===== config.mk =====
export PLATFORM = sky130hd
export DESIGN_NAME = uartPeriph
export DESIGN_NICKNAME = d
export VERILOG_FILES = /design/src/common/uartHostPkg.sv /design/src/common/uartLinePkg.sv /design/src/uart/uartPeriph.sv /design/src/uart/uartStatus.sv /design/src/uart/uartRecv.sv /design/src/uart/uartTrans.sv /design/src/logic/syncFifo.sv /design/src/logic/baudTickGen.sv
export VERILOG_INCLUDE_DIRS = /design/src /design/src/common
export SDC_FILE = /design/constraint.sdc
export NUM_CORES = 1
export LEC_CHECK = 0
export BUFFER_PORTS_ARGS = -buffer_cell sky130_fd_sc_hd__buf_4
export CAP_MARGIN = 30
export CELL_PAD_IN_SITES_DETAIL_PLACEMENT = 0
export CELL_PAD_IN_SITES_GLOBAL_PLACEMENT = 1
export CORE_AREA = 2 2 127 129
export CTS_BUF_LIST = sky130_fd_sc_hd__clkbuf_4
export CTS_CLUSTER_DIAMETER = 100
export CTS_CLUSTER_SIZE = 40
export DETAILED_ROUTE_END_ITERATION = 16
export DIE_AREA = 0 0 129 131
export PLACE_DENSITY = 0.84
export SYNTH_ARGS = -nofsm -noshare
export SYNTH_HDL_FRONTEND = slang
export SYNTH_SLANG_ARGS = --single-unit

===== constraint.sdc =====
create_clock -name clk -period 3.8 [get_ports clk]
set_clock_uncertainty 0.15 [all_clocks]
set_input_delay 0.38 -clock clk [delete_from_list [all_inputs] [get_ports clk]]
set_output_delay 0.38 -clock clk [all_outputs]
set_load 0.1 [all_outputs]

===== src/common/uart_macros.svh =====
// uart macros: frame format, FIFO depths and the default baud tick rate
`ifndef UART_MACROS_SVH
`define UART_MACROS_SVH

//////////////////////////////////////////////////
// frame format
//////////////////////////////////////////////////

`define uartDataBits       8   // data bits per frame
`define uartSbTick         16  // ticks in stop bit, 16 = one stop bit

//////////////////////////////////////////////////
// buffering
//////////////////////////////////////////////////

`define uartTxFifoDepth    8   // bytes waiting to go out
`define uartRxFifoDepth    8   // frames waiting for the host

//////////////////////////////////////////////////
// baud rate
//////////////////////////////////////////////////

// clk cycles per 16x oversampling tick
`define uartClocksPerTick  4

`endif

===== src/common/uartHostPkg.sv =====
// uart host package: status word seen by the processor on a status read
package uartHostPkg;

	// txFull ends up in bit 0
	typedef struct packed
	{
		logic [1:0] spare;    // reads zero
		logic       overrun;  // sticky, frame lost on full rx FIFO
		logic       rxFull;
		logic       rxEmpty;
		logic       txBusy;   // transmitter not idle
		logic       txEmpty;
		logic       txFull;
	} uartStatus_t;

endpackage


===== src/common/uartLinePkg.sv =====
// uart line package: serial engine state encodings and the received frame
`include "uart_macros.svh"

package uartLinePkg;

	// transmitter states
	typedef enum logic [1:0]
	{
		txIdle     = 2'b00,  // line high, waiting for data
		txStartBit = 2'b01,
		txDataBit  = 2'b10,
		txStopBit  = 2'b11
	} txState_e;

	// receiver states, same walk through the frame
	typedef enum logic [1:0]
	{
		rxIdle     = 2'b00,  // hunting for falling edge
		rxStartBit = 2'b01,
		rxDataBit  = 2'b10,
		rxStopBit  = 2'b11
	} rxState_e;

	// one frame as it sits in the rx FIFO
	typedef struct packed
	{
		logic                     frameErr;  // stop bit sampled low
		logic [`uartDataBits-1:0] data;
	} rxFrame_t;

endpackage


===== src/uart/uartPeriph.sv =====
// uart peripheral top: tick generator, tx FIFO and transmitter, receiver and rx FIFO, status
`timescale 1ns/1ps
`include "uart_macros.svh"

module uartPeriph
#(
	parameter int clocksPerTick = `uartClocksPerTick
)
(
	input  logic                     clk,
	input  logic                     reset,
	input  logic                     wrStrobe,
	input  logic [`uartDataBits-1:0] wrData,
	input  logic                     rdStrobe,
	input  logic                     statusRd,
	output uartLinePkg::rxFrame_t    rdFrame,
	output uartHostPkg::uartStatus_t status,
	output logic                     tx,
	input  logic                     rx
);

	logic                     sTick;
	logic [`uartDataBits-1:0] txHead;
	logic                     txEmpty, txFull, txDoneTick, txBusy;
	uartLinePkg::rxFrame_t    rxFrame;
	logic                     rxDoneTick, rxEmpty, rxFull;
	logic                     rxDrop;

	baudTickGen #(.clocksPerTick(clocksPerTick)) uTick
	(
		.clk   (clk),
		.reset (reset),
		.sTick (sTick)
	);

	//////////////////////////////////////////////////
	// transmit path
	//////////////////////////////////////////////////

	syncFifo #(.payload_t(logic [`uartDataBits-1:0]), .depth(`uartTxFifoDepth)) uTxFifo
	(
		.clk      (clk),
		.reset    (reset),
		.push     (wrStrobe),  // dropped silently when full
		.pushData (wrData),
		.pop      (txDoneTick),
		.head     (txHead),
		.empty    (txEmpty),
		.full     (txFull)
	);

	uartTrans uTrans
	(
		.clk        (clk),
		.reset      (reset),
		.sTick      (sTick),
		.txStart    (!txEmpty),  // anything queued starts a frame
		.din        (txHead),
		.txDoneTick (txDoneTick),
		.txBusy     (txBusy),
		.tx         (tx)
	);

	//////////////////////////////////////////////////
	// receive path
	//////////////////////////////////////////////////

	uartRecv uRecv
	(
		.clk        (clk),
		.reset      (reset),
		.sTick      (sTick),
		.rx         (rx),
		.rxDoneTick (rxDoneTick),
		.rxFrame    (rxFrame)
	);

	syncFifo #(.payload_t(uartLinePkg::rxFrame_t), .depth(`uartRxFifoDepth)) uRxFifo
	(
		.clk      (clk),
		.reset    (reset),
		.push     (rxDoneTick),
		.pushData (rxFrame),
		.pop      (rdStrobe),  // no effect when empty
		.head     (rdFrame),
		.empty    (rxEmpty),
		.full     (rxFull)
	);

	assign rxDrop = rxDoneTick && rxFull;  // frame the FIFO refused

	uartStatus uStatus
	(
		.clk      (clk),
		.reset    (reset),
		.txFull   (txFull),
		.txEmpty  (txEmpty),
		.txBusy   (txBusy),
		.rxEmpty  (rxEmpty),
		.rxFull   (rxFull),
		.rxDrop   (rxDrop),
		.statusRd (statusRd),
		.status   (status)
	);

endmodule


===== src/uart/uartStatus.sv =====
// uart status: builds the host status word and keeps the sticky overrun flag
`timescale 1ns/1ps

module uartStatus
(
	input  logic                     clk,
	input  logic                     reset,
	input  logic                     txFull,
	input  logic                     txEmpty,
	input  logic                     txBusy,
	input  logic                     rxEmpty,
	input  logic                     rxFull,
	input  logic                     rxDrop,    // frame lost, rx FIFO full
	input  logic                     statusRd,  // host read, clears overrun
	output uartHostPkg::uartStatus_t status
);

	logic overrunReg;

	// sticky until read, a drop in the read cycle still sets it
	always_ff @(posedge clk or posedge reset)
	begin
		if (reset)
			overrunReg <= 1'b0;
		else if (rxDrop)
			overrunReg <= 1'b1;
		else if (statusRd)
			overrunReg <= 1'b0;
	end

	// flags come straight from registered FIFO counts and FSM state
	always_comb
	begin
		status.spare   = 2'b00;
		status.overrun = overrunReg;
		status.rxFull  = rxFull;
		status.rxEmpty = rxEmpty;
		status.txBusy  = txBusy;
		status.txEmpty = txEmpty;
		status.txFull  = txFull;
	end

endmodule


===== src/uart/uartRecv.sv =====
// uart receiver: 16x oversampling, mid-bit sampling, stop bit check per frame
`timescale 1ns/1ps
`include "uart_macros.svh"

module uartRecv
(
	input  logic                  clk,
	input  logic                  reset,
	input  logic                  sTick,
	input  logic                  rx,
	output logic                  rxDoneTick,  // one cycle, mid stop bit
	output uartLinePkg::rxFrame_t rxFrame
);

	localparam int bitTicks = 16;
	localparam int halfBit  = bitTicks / 2;
	localparam int nW       = $clog2(`uartDataBits);

	uartLinePkg::rxState_e    stateReg, stateNext;
	logic [3:0]               sReg, sNext;
	logic [nW-1:0]            nReg, nNext;
	logic [`uartDataBits-1:0] bReg, bNext;  // assembled byte
	logic                     rxMeta, rxSync, rxDly;
	logic                     fallEdge;

	//////////////////////////////////////////////////
	// synchronizer and edge detect
	//////////////////////////////////////////////////

	always_ff @(posedge clk or posedge reset)
	begin
		if (reset)
		begin
			rxMeta <= 1'b1;  // line idles high
			rxSync <= 1'b1;
			rxDly  <= 1'b1;
		end
		else
		begin
			rxMeta <= rx;
			rxSync <= rxMeta;
			rxDly  <= rxSync;
		end
	end

	// edge, not level, so a low bad stop bit does not restart
	assign fallEdge = rxDly && !rxSync;

	//////////////////////////////////////////////////
	// state registers
	//////////////////////////////////////////////////

	always_ff @(posedge clk or posedge reset)
	begin
		if (reset)
		begin
			stateReg <= uartLinePkg::rxIdle;
			sReg     <= '0;
			nReg     <= '0;
		end
		else
		begin
			stateReg <= stateNext;
			sReg     <= sNext;
			nReg     <= nNext;
		end
	end

	always_ff @(posedge clk)
		bReg <= bNext;

	always_comb
	begin
		stateNext  = stateReg;
		sNext      = sReg;
		nNext      = nReg;
		bNext      = bReg;
		rxDoneTick = 1'b0;

		case (stateReg)
			uartLinePkg::rxIdle:
				if (fallEdge)
				begin
					sNext     = '0;
					stateNext = uartLinePkg::rxStartBit;
				end

			uartLinePkg::rxStartBit:
				if (sTick)
				begin
					if (sReg == 4'(halfBit - 1))
					begin
						// still low at mid start bit, else a glitch
						sNext     = '0;
						nNext     = '0;
						stateNext = rxSync ? uartLinePkg::rxIdle : uartLinePkg::rxDataBit;
					end
					else
						sNext = sReg + 1'b1;
				end

			uartLinePkg::rxDataBit:
				if (sTick)
				begin
					if (sReg == 4'(bitTicks - 1))
					begin
						sNext = '0;
						bNext = {rxSync, bReg[`uartDataBits-1:1]};  // LSB first, shift right
						if (nReg == nW'(`uartDataBits - 1))
							stateNext = uartLinePkg::rxStopBit;
						else
							nNext = nReg + 1'b1;
					end
					else
						sNext = sReg + 1'b1;
				end

			uartLinePkg::rxStopBit:
				if (sTick)
				begin
					if (sReg == 4'(bitTicks - 1))
					begin
						rxDoneTick = 1'b1;  // deliver, good stop or not
						stateNext  = uartLinePkg::rxIdle;
					end
					else
						sNext = sReg + 1'b1;
				end
		endcase
	end

	// frameErr meaningful on rxDoneTick, sampled stop bit
	assign rxFrame.data     = bReg;
	assign rxFrame.frameErr = !rxSync;

endmodule


===== src/uart/uartTrans.sv =====
// uart transmitter: start, 8 data bits LSB first, stop bit, paced by the baud tick
`timescale 1ns/1ps
`include "uart_macros.svh"

module uartTrans
(
	input  logic                     clk,
	input  logic                     reset,
	input  logic                     sTick,
	input  logic                     txStart,     // FIFO not empty
	input  logic [`uartDataBits-1:0] din,         // FIFO head
	output logic                     txDoneTick,  // FIFO pop
	output logic                     txBusy,
	output logic                     tx
);

	localparam int bitTicks = 16;  // ticks per bit at 16x
	localparam int nW       = $clog2(`uartDataBits);

	uartLinePkg::txState_e    stateReg, stateNext;
	logic [3:0]               sReg, sNext;  // tick count inside a bit
	logic [nW-1:0]            nReg, nNext;  // data bit index
	logic [`uartDataBits-1:0] bReg, bNext;  // shift register, LSB goes out
	logic                     txReg, txNext;

	//////////////////////////////////////////////////
	// state registers
	//////////////////////////////////////////////////

	always_ff @(posedge clk or posedge reset)
	begin
		if (reset)
		begin
			stateReg <= uartLinePkg::txIdle;
			sReg     <= '0;
			nReg     <= '0;
			txReg    <= 1'b1;  // idle line high
		end
		else
		begin
			stateReg <= stateNext;
			sReg     <= sNext;
			nReg     <= nNext;
			txReg    <= txNext;
		end
	end

	always_ff @(posedge clk)
		bReg <= bNext;  // payload only

	//////////////////////////////////////////////////
	// next state
	//////////////////////////////////////////////////

	always_comb
	begin
		stateNext  = stateReg;
		sNext      = sReg;
		nNext      = nReg;
		bNext      = bReg;
		txNext     = txReg;
		txDoneTick = 1'b0;

		case (stateReg)
			uartLinePkg::txIdle:
			begin
				txNext = 1'b1;
				if (txStart)
				begin
					// pop and grab the head together
					txDoneTick = 1'b1;
					bNext      = din;
					sNext      = '0;
					stateNext  = uartLinePkg::txStartBit;
				end
			end

			uartLinePkg::txStartBit:
			begin
				txNext = 1'b0;  // start bit
				if (sTick)
				begin
					if (sReg == 4'(bitTicks - 1))
					begin
						sNext     = '0;
						nNext     = '0;
						stateNext = uartLinePkg::txDataBit;
					end
					else
						sNext = sReg + 1'b1;
				end
			end

			uartLinePkg::txDataBit:
			begin
				txNext = bReg[0];
				if (sTick)
				begin
					if (sReg == 4'(bitTicks - 1))
					begin
						sNext = '0;
						bNext = bReg >> 1;  // next bit into LSB
						if (nReg == nW'(`uartDataBits - 1))
							stateNext = uartLinePkg::txStopBit;
						else
							nNext = nReg + 1'b1;
					end
					else
						sNext = sReg + 1'b1;
				end
			end

			uartLinePkg::txStopBit:
			begin
				txNext = 1'b1;
				if (sTick)
				begin
					if (sReg == 4'(`uartSbTick - 1))
						stateNext = uartLinePkg::txIdle;  // next byte can pop right away
					else
						sNext = sReg + 1'b1;
				end
			end
		endcase
	end

	assign txBusy = (stateReg != uartLinePkg::txIdle);
	assign tx     = txReg;  // registered, no glitches on the line

endmodule


===== src/logic/syncFifo.sv =====
// synchronous FIFO: show-ahead circular buffer, payload chosen by type parameter
`timescale 1ns/1ps

module syncFifo
#(
	parameter type payload_t = logic [7:0],
	parameter int  depth     = 8
)
(
	input  logic     clk,
	input  logic     reset,
	input  logic     push,
	input  payload_t pushData,
	input  logic     pop,
	output payload_t head,
	output logic     empty,
	output logic     full
);

	localparam int ptrW = (depth > 1) ? $clog2(depth) : 1;
	localparam int cntW = $clog2(depth + 1);

	payload_t        mem [depth];
	logic [ptrW-1:0] wrPtr, rdPtr;
	logic [cntW-1:0] count;  // entries held
	logic            doPush, doPop;

	assign empty = (count == '0);
	assign full  = (count == cntW'(depth));

	// push on full and pop on empty are dropped
	assign doPush = push && !full;
	assign doPop  = pop && !empty;

	assign head = mem[rdPtr];  // show-ahead, head valid while not empty

	//////////////////////////////////////////////////
	// storage, no reset
	//////////////////////////////////////////////////

	always_ff @(posedge clk)
	begin
		if (doPush)
			mem[wrPtr] <= pushData;
	end

	//////////////////////////////////////////////////
	// pointers and fill count
	//////////////////////////////////////////////////

	always_ff @(posedge clk or posedge reset)
	begin
		if (reset)
		begin
			wrPtr <= '0;
			rdPtr <= '0;
			count <= '0;
		end
		else
		begin
			if (doPush)
				wrPtr <= (wrPtr == ptrW'(depth - 1)) ? '0 : wrPtr + 1'b1;  // wrap at depth
			if (doPop)
				rdPtr <= (rdPtr == ptrW'(depth - 1)) ? '0 : rdPtr + 1'b1;
			case ({doPush, doPop})
				2'b10:   count <= count + 1'b1;
				2'b01:   count <= count - 1'b1;
				default: count <= count;  // both or neither, no change
			endcase
		end
	end

endmodule


===== src/logic/baudTickGen.sv =====
// baud tick generator: one-cycle pulse every clocksPerTick clocks for 16x oversampling
`timescale 1ns/1ps
`include "uart_macros.svh"

module baudTickGen
#(
	parameter int clocksPerTick = `uartClocksPerTick
)
(
	input  logic clk,
	input  logic reset,
	output logic sTick
);

	localparam int cntW = (clocksPerTick > 1) ? $clog2(clocksPerTick) : 1;

	logic [cntW-1:0] count;  // free running divider

	always_ff @(posedge clk or posedge reset)
	begin
		if (reset)
		begin
			count <= '0;
			sTick <= 1'b0;
		end
		else if (count == cntW'(clocksPerTick - 1))
		begin
			count <= '0;    // wrap
			sTick <= 1'b1;  // pulse on wrap only
		end
		else
		begin
			count <= count + 1'b1;
			sTick <= 1'b0;
		end
	end

endmodule


* Word-level counts from Yosys, hierarchy flattened *
Memory sizes are Yosys's and may differ from the RTL's.
Index checks and enable logic that the tools add are counted.

storage, ports and cells
  register bits after elaboration = 62
  bits in writable memories = 136
  word-level logic and storage cells = 180
  memories kept = 2

cells by class
  add/sub/neg operators = 13
  eq/ne operators = 43
  mux-type cells = 69
  reduce and logical (&&, ||, !) cells = 32

memory list
  memory       depth  width  rd ports  clocked after memory_dff  wr ports  RTL line        source
  uRxFifo.mem  8      9      1         0                         1         syncFifo.sv:23  payload_t mem [depth];
  uTxFifo.mem  8      8      1         0                         1         syncFifo.sv:23

operators with widths
  cell                                            count
  2-to-1 mux 4 bit                                12
  2-to-1 mux 3 bit                                14
  2-to-1 mux 2 bit                                18
  2-to-1 mux 8 bit                                3
  != test 2 bit (second input constant)           11
  != test 2 x 1 -> 1 bit (second input constant)  10
  adder 3 x 1 -> 3 bit (second input constant)    6
  == test 3 bit (second input constant)           6
  adder 4 x 1 -> 4 bit (second input constant)    4
  == test 4 bit (second input constant)           4
  case mux 2 bit (4 select lines)                 2
  case mux 4 bit (2 select lines)                 2
  case mux 4 bit (4 select lines)                 1
  case mux 8 bit (2 select lines)                 1
  AND reduction 8 bit                             2
  == test 2 bit (second input constant)           7
  nonzero test 2 bit                              7
  2-to-1 mux 1 bit                                12
  case mux 3 bit (2 select lines)                 2
  case mux 4 bit (3 select lines)                 1
  AND reduction 6 bit                             2
  == test 2 x 1 -> 1 bit (second input constant)  4
  logical NOT 4 bit                               2
  AND reduction 4 bit                             2
  10 further kinds                                22

* Depth between registers and ports, before layout *
  depth after elaboration = 7
  mapped depth = 10

* Hierarchy *
From an unflattened synthesis, not the netlist that was laid out.

unflattened totals
  cells, all modules = 511
  area, all modules = 8,677.1 um2

modules (own cells, without submodules)
  module              times used  cells an instance  area each (um2)
  syncFifo (uRxFifo)  1           174                3,414.5
  syncFifo (uTxFifo)  1           161                3,158.0
  uartTrans           1           82                 965.9
  uartRecv            1           73                 929.6
  uartStatus          1           13                 103.8
  baudTickGen         1           6                  95.1
  uartPeriph          1           2                  10.0

* Least setup slack after synthesis *
No wires, ideal clock.

  path type = reg2reg
  start point = reg uRecv.sReg[0]
  end point = reg uRxFifo.count[3]
  setup time = 125 ps
  arrival = 2,488 ps
  required time = 3,525 ps
  setup slack = 1,037 ps
  cell stages (with the launch flop) = 11
  cells stage by stage = dfrtp_1 -> ha_1 -> nand4_2 -> or3_1 -> buf_4 -> ha_1 -> ha_1 -> a21o_1 -> a2111oi_0 -> nand4b_1 -> nand3_1

between the ends
  longest elaborated chain between the ends = 7
  elaborated cells between the ends (all ways) = 9
  classes of those cells = eq/ne: 3; mux: 4; reduce/logical: 2

ends and longest elaborated chain
  what                                                                   RTL line         source
  start, declared                                                        uartRecv.sv:20   logic [3:0] sReg, sNext;
  start signal, assigned                                                 uartRecv.sv:64   sReg <= sNext;
  == test 4 bit *                                                        uartRecv.sv:121  if (sReg == 4'(bitTicks - 1))
  2-to-1 mux 1 bit *                                                     uartRecv.sv:121
  2-to-1 mux 1 bit *                                                     uartRecv.sv:119  if (sTick)
  2-to-1 mux 1 bit *                                                     uartRecv.sv:80   case (stateReg)
  logical AND 1 bit *                                                    syncFifo.sv:32   assign doPush = push && !full;
  == test 2 x 1 -> 1 bit or == test 2 bit (tied branches)                syncFifo.sv:65   case ({doPush, doPop})
  case mux 4 bit (2 select lines) or nonzero test 2 bit (tied branches)  n/a
  end signal, assigned                                                   syncFifo.sv:66   2'b10: count <= count + 1'b1;
  end signal, assigned                                                   syncFifo.sv:67   2'b01: count <= count - 1'b1;
  end signal, assigned                                                   syncFifo.sv:68   default: count <= count;
  end, declared                                                          syncFifo.sv:25   logic [cntW-1:0] count;

Mark *: on every way between the ends. The rest lies on a longest branch, timed or not.
A chain may end at the register's enable or synchronous reset.

* Worst setup path after layout *
  start point = reg uRecv.sReg[1]
  end point = reg uRxFifo.count[3]

Same word-level chain as after synthesis.

==> metrics <==
post-synthesis compound-gate area fraction 0.0428; # port buffers 29; unique cell type count in the Yosys netlist 54; Finished Layout Cells 797; layout cells sized above 1 0.243; fin area 0.00933 mm2; fin. max-slew vios 0; fin nets 610; H-tree depth 4; number of synthesized flops with an enable pin 152; Worst EP arrival 3430 ps; CP max-delay cell or3_1; RD Place Congestion 0.769; CTS max path bufs 2; syn_area_per_cell 16.3 um2; clk slew on worst S/H paths 160 ps; Core Area 0.0156 mm2; Synth area leaders edfxtp_1 54%, dfrtp_1 12%, mux4_2 9.1%; final wirelength 14300 um; register area share after synthesis 0.677; Post-Syn Area 0.00846 mm2; ys async rst share 0.232; post-CTS setup buffers 0; Detailed Route Iter0 Violations 270; RSZ-0062 raised after global routing no; CP Cell Sequence ha_1 > nand4_2 > or3_1 > ha_1 > ha_1 > a21o_1 > a2111oi_0 > nand4b_1 > nand3_1; clk root buf clkbuf_4; Area after DPL 0.00891 mm2; DP Wirelength 9350 um; maximum vdd ir drop 681 uV; final hold slack 69.7 ps; Mapped Cells 520; top cell type by total area after synthesis edfxtp_1; Pwr Density 606 mW/mm2; worst-margin pin slew 1030 ps; Max-slew headroom 0.311; number of synthesized register bits 198; Worst path top cell family by delay simple AND/OR/NAND/NOR gates; post-DR vias/cell 5.62; path depth of the worst reg2reg path 9; HP Class in2reg; CTS Buf Count 17; post-synthesis mux area share 0.133; clk sinks 198; maximum clock rate 323 MHz; Routed Antenna Nets 0; kind of critical path reg2reg; Remaining DRCs 0; Rows 46; antenna violations before repair 0; CP max FO 9; Area Growth Syn to Fin 10.4%; adder-cell area share of the yosys netlist 0.0432; drt wl/cell 17.9 um; Setup Viol. Count Final 0; starting density of the core 0.542; main combinational cell family by area after synthesis multiplexers; largest net degree at the start of global routing 38; max-capacitance violation count 0; Die Area 0.0169 mm2; worst skew pair latency 580 ps; Die H 131 um; min Tclk post-route 3100 ps; status completed; die width 129 um; CP peak stage delay 560 ps; TritonCTS clock tree yes; setup TNS 0 ps; Worst Path Buf+Inv 0; Ys Warns 0; area share of the largest cell type after synthesis 0.540; xor/xnor cell area share of the yosys netlist 0.00518; 1st-pass router iterations 4; Hold Path Cell Cnt 4; I/O Pins 32; Hold Fails Final Rpt 0; fillers 1179; vias in the first global route 4639; critical path's most frequent cell ha_1; period utilisation layout 0.815; critical path depth in cells 9; antenna fix cells 0; DR vias 4482; Synth Flop Type edfxtp_1; CP Capture Type flip-flop; Worst EP required 4130 ps; post-cts sizing count 0; Inst Count DP 754; GRT overflow 0; Static Leakage 3.38 nW; Synth Area in Simple Gates 0.0706; Startpoint Class flip-flop; first-pass GRT wire length 23200 um; cts hold-fix bufs 11; Total GRT Usage 0.183
==> stage by stage <==
stage / worst slack [ps] / power [W] / utilization
2_1_floorplan: 1040 / 0.00420 / -
3_3_place_gp: 881 / 0.00447 / 0.570
3_5_place_dp: 759 / 0.00455 / 0.571
4_1_cts: 726 / 0.00570 / 0.598
5_1_grt: 530 / 0.00592 / 0.598
6_report: 701 / 0.00565 / 0.598
==> sequential cells by signal, indices dropped and copies added, names as in the netlist, 4 cells and up, named ones only <==
name and count:
uTrans.sReg 4, uRecv.bReg 8, uRxFifo.mem 72, uTxFifo.mem 64, uRxFifo.count 4, uTrans.bReg 8, uTxFifo.count 4, uRecv.sReg 4
==> area by class of cell <==
| type | count | area, um2 | area share |
|---|---|---|---|
| sequential | 198 | 5720 | 0.613 |
| multi-input combinational | 275 | 2500 | 0.267 |
| clock inverter | 15 | 183 | 0.0196 |
| clock buffer | 17 | 128 | 0.0137 |
| inverter | 21 | 83.8 | 0.00898 |
| timing repair buffer | 55 | 453 | 0.0485 |
| tap | 216 | 270 | 0.0290 |
==> cell usage in the layout, fill, tap and decap left out, drive strengths merged, types with 9 or more instances in the layout <==
master / synthesis / routed
mux2i: 10 / 10
edfxtp: 152 / 152
ha: 26 / 26
clkbuf: 7 / 17
a21oi: 9 / 9
buf: 20 / 44
nand2: 40 / 40
nor2: 17 / 17
nand2b: 10 / 10
o21ai: 23 / 23
nand3: 11 / 11
mux4: 34 / 34
dfrtp: 42 / 42
inv: 20 / 27
mux2: 22 / 22
nor3: 20 / 20
dlygate4sd3: 0 / 11
==> Yosys cell counts, types with 2 or more instances <==
| library cell | n |
|---|---|
| nand3_1 | 11 |
| o21ai_0 | 22 |
| edfxtp_1 | 152 |
| nand4b_1 | 2 |
| a21oi_1 | 9 |
| o31ai_1 | 2 |
| clkbuf_1 | 6 |
| mux4_2 | 34 |
| nor3_1 | 20 |
| nor2_1 | 17 |
| nand2_1 | 40 |
| nand2b_1 | 10 |
| mux2i_1 | 10 |
| a21o_1 | 4 |
| ha_1 | 26 |
| o21bai_1 | 3 |
| or4_1 | 3 |
| a2111oi_0 | 2 |
| buf_2 | 6 |
| and3_1 | 4 |
| dfstp_2 | 4 |
| inv_1 | 20 |
| mux2_1 | 2 |
| fa_1 | 2 |
| xnor2_1 | 3 |
| a22o_1 | 4 |
| buf_1 | 2 |
| mux2_4 | 2 |
| dfrtp_1 | 42 |
| mux2_2 | 18 |
| xor2_1 | 2 |
| buf_4 | 11 |
| nor4_1 | 3 |
| nand4_1 | 2 |
==> cells by family after synthesis <==
group | after synthesis
AO/OA/AOI/OAI | 55
XOR/XNOR | 5
adder cells (fa/ha/maj) | 28
buffers and inverters | 48
flip-flops | 198
multiplexers | 66
other | 1
AND/OR/NAND/NOR | 119
==> metal layers <==
layer / vias up / GRT usage / share of wire
met4: 0 / 0.0582 / 0.012
met2: 89 / 0.330 / 0.53
met5: - / 0 / 0
met3: 14 / 0.0448 / 0.034
li1: 2095 / - / -
met1: 2284 / 0.220 / 0.42
==> report_power, final <==
group	total (W)	switching [W]	internal (W)
registers	0.00276	0.000227	0.00254
clock network	0.00116	0.000740	0.000420
logic	0.00173	0.00111	0.000622
==> final timing paths <==
| path | slack, ps | from | endpoint |
|---|---|---|---|
| hold / removal | 70 | rdStrobe | uRxFifo.rdPtr[1]$_DFFE_PP0P_ |
| setup / recovery | 700 | uRecv.sReg[1]$_DFFE_PP0P_ | uRxFifo.count[3]$_DFFE_PP0P_ |
| setup reg to reg | 700 | uRecv.sReg[1]$_DFFE_PP0P_ | uRxFifo.count[3]$_DFFE_PP0P_ |
| max in group asynchronous | 2830 | reset | uRecv.rxMeta$_DFF_PP1_ |
| hold reg to reg | 220 | uRecv.rxMeta$_DFF_PP1_ | uRecv.rxSync$_DFF_PP1_ |
| min in group asynchronous | 110 | reset | uRxFifo.count[1]$_DFFE_PP0P_ |
==> tightest hold or removal path: cells and delay by family <==
family | cells | cell delay, ps
buffers and inverters | 1 | 80
AOI/OAI and AO/OA | 1 | 70
and+or+nand+nor | 2 | 240
(Power assumes the default switching activity.)
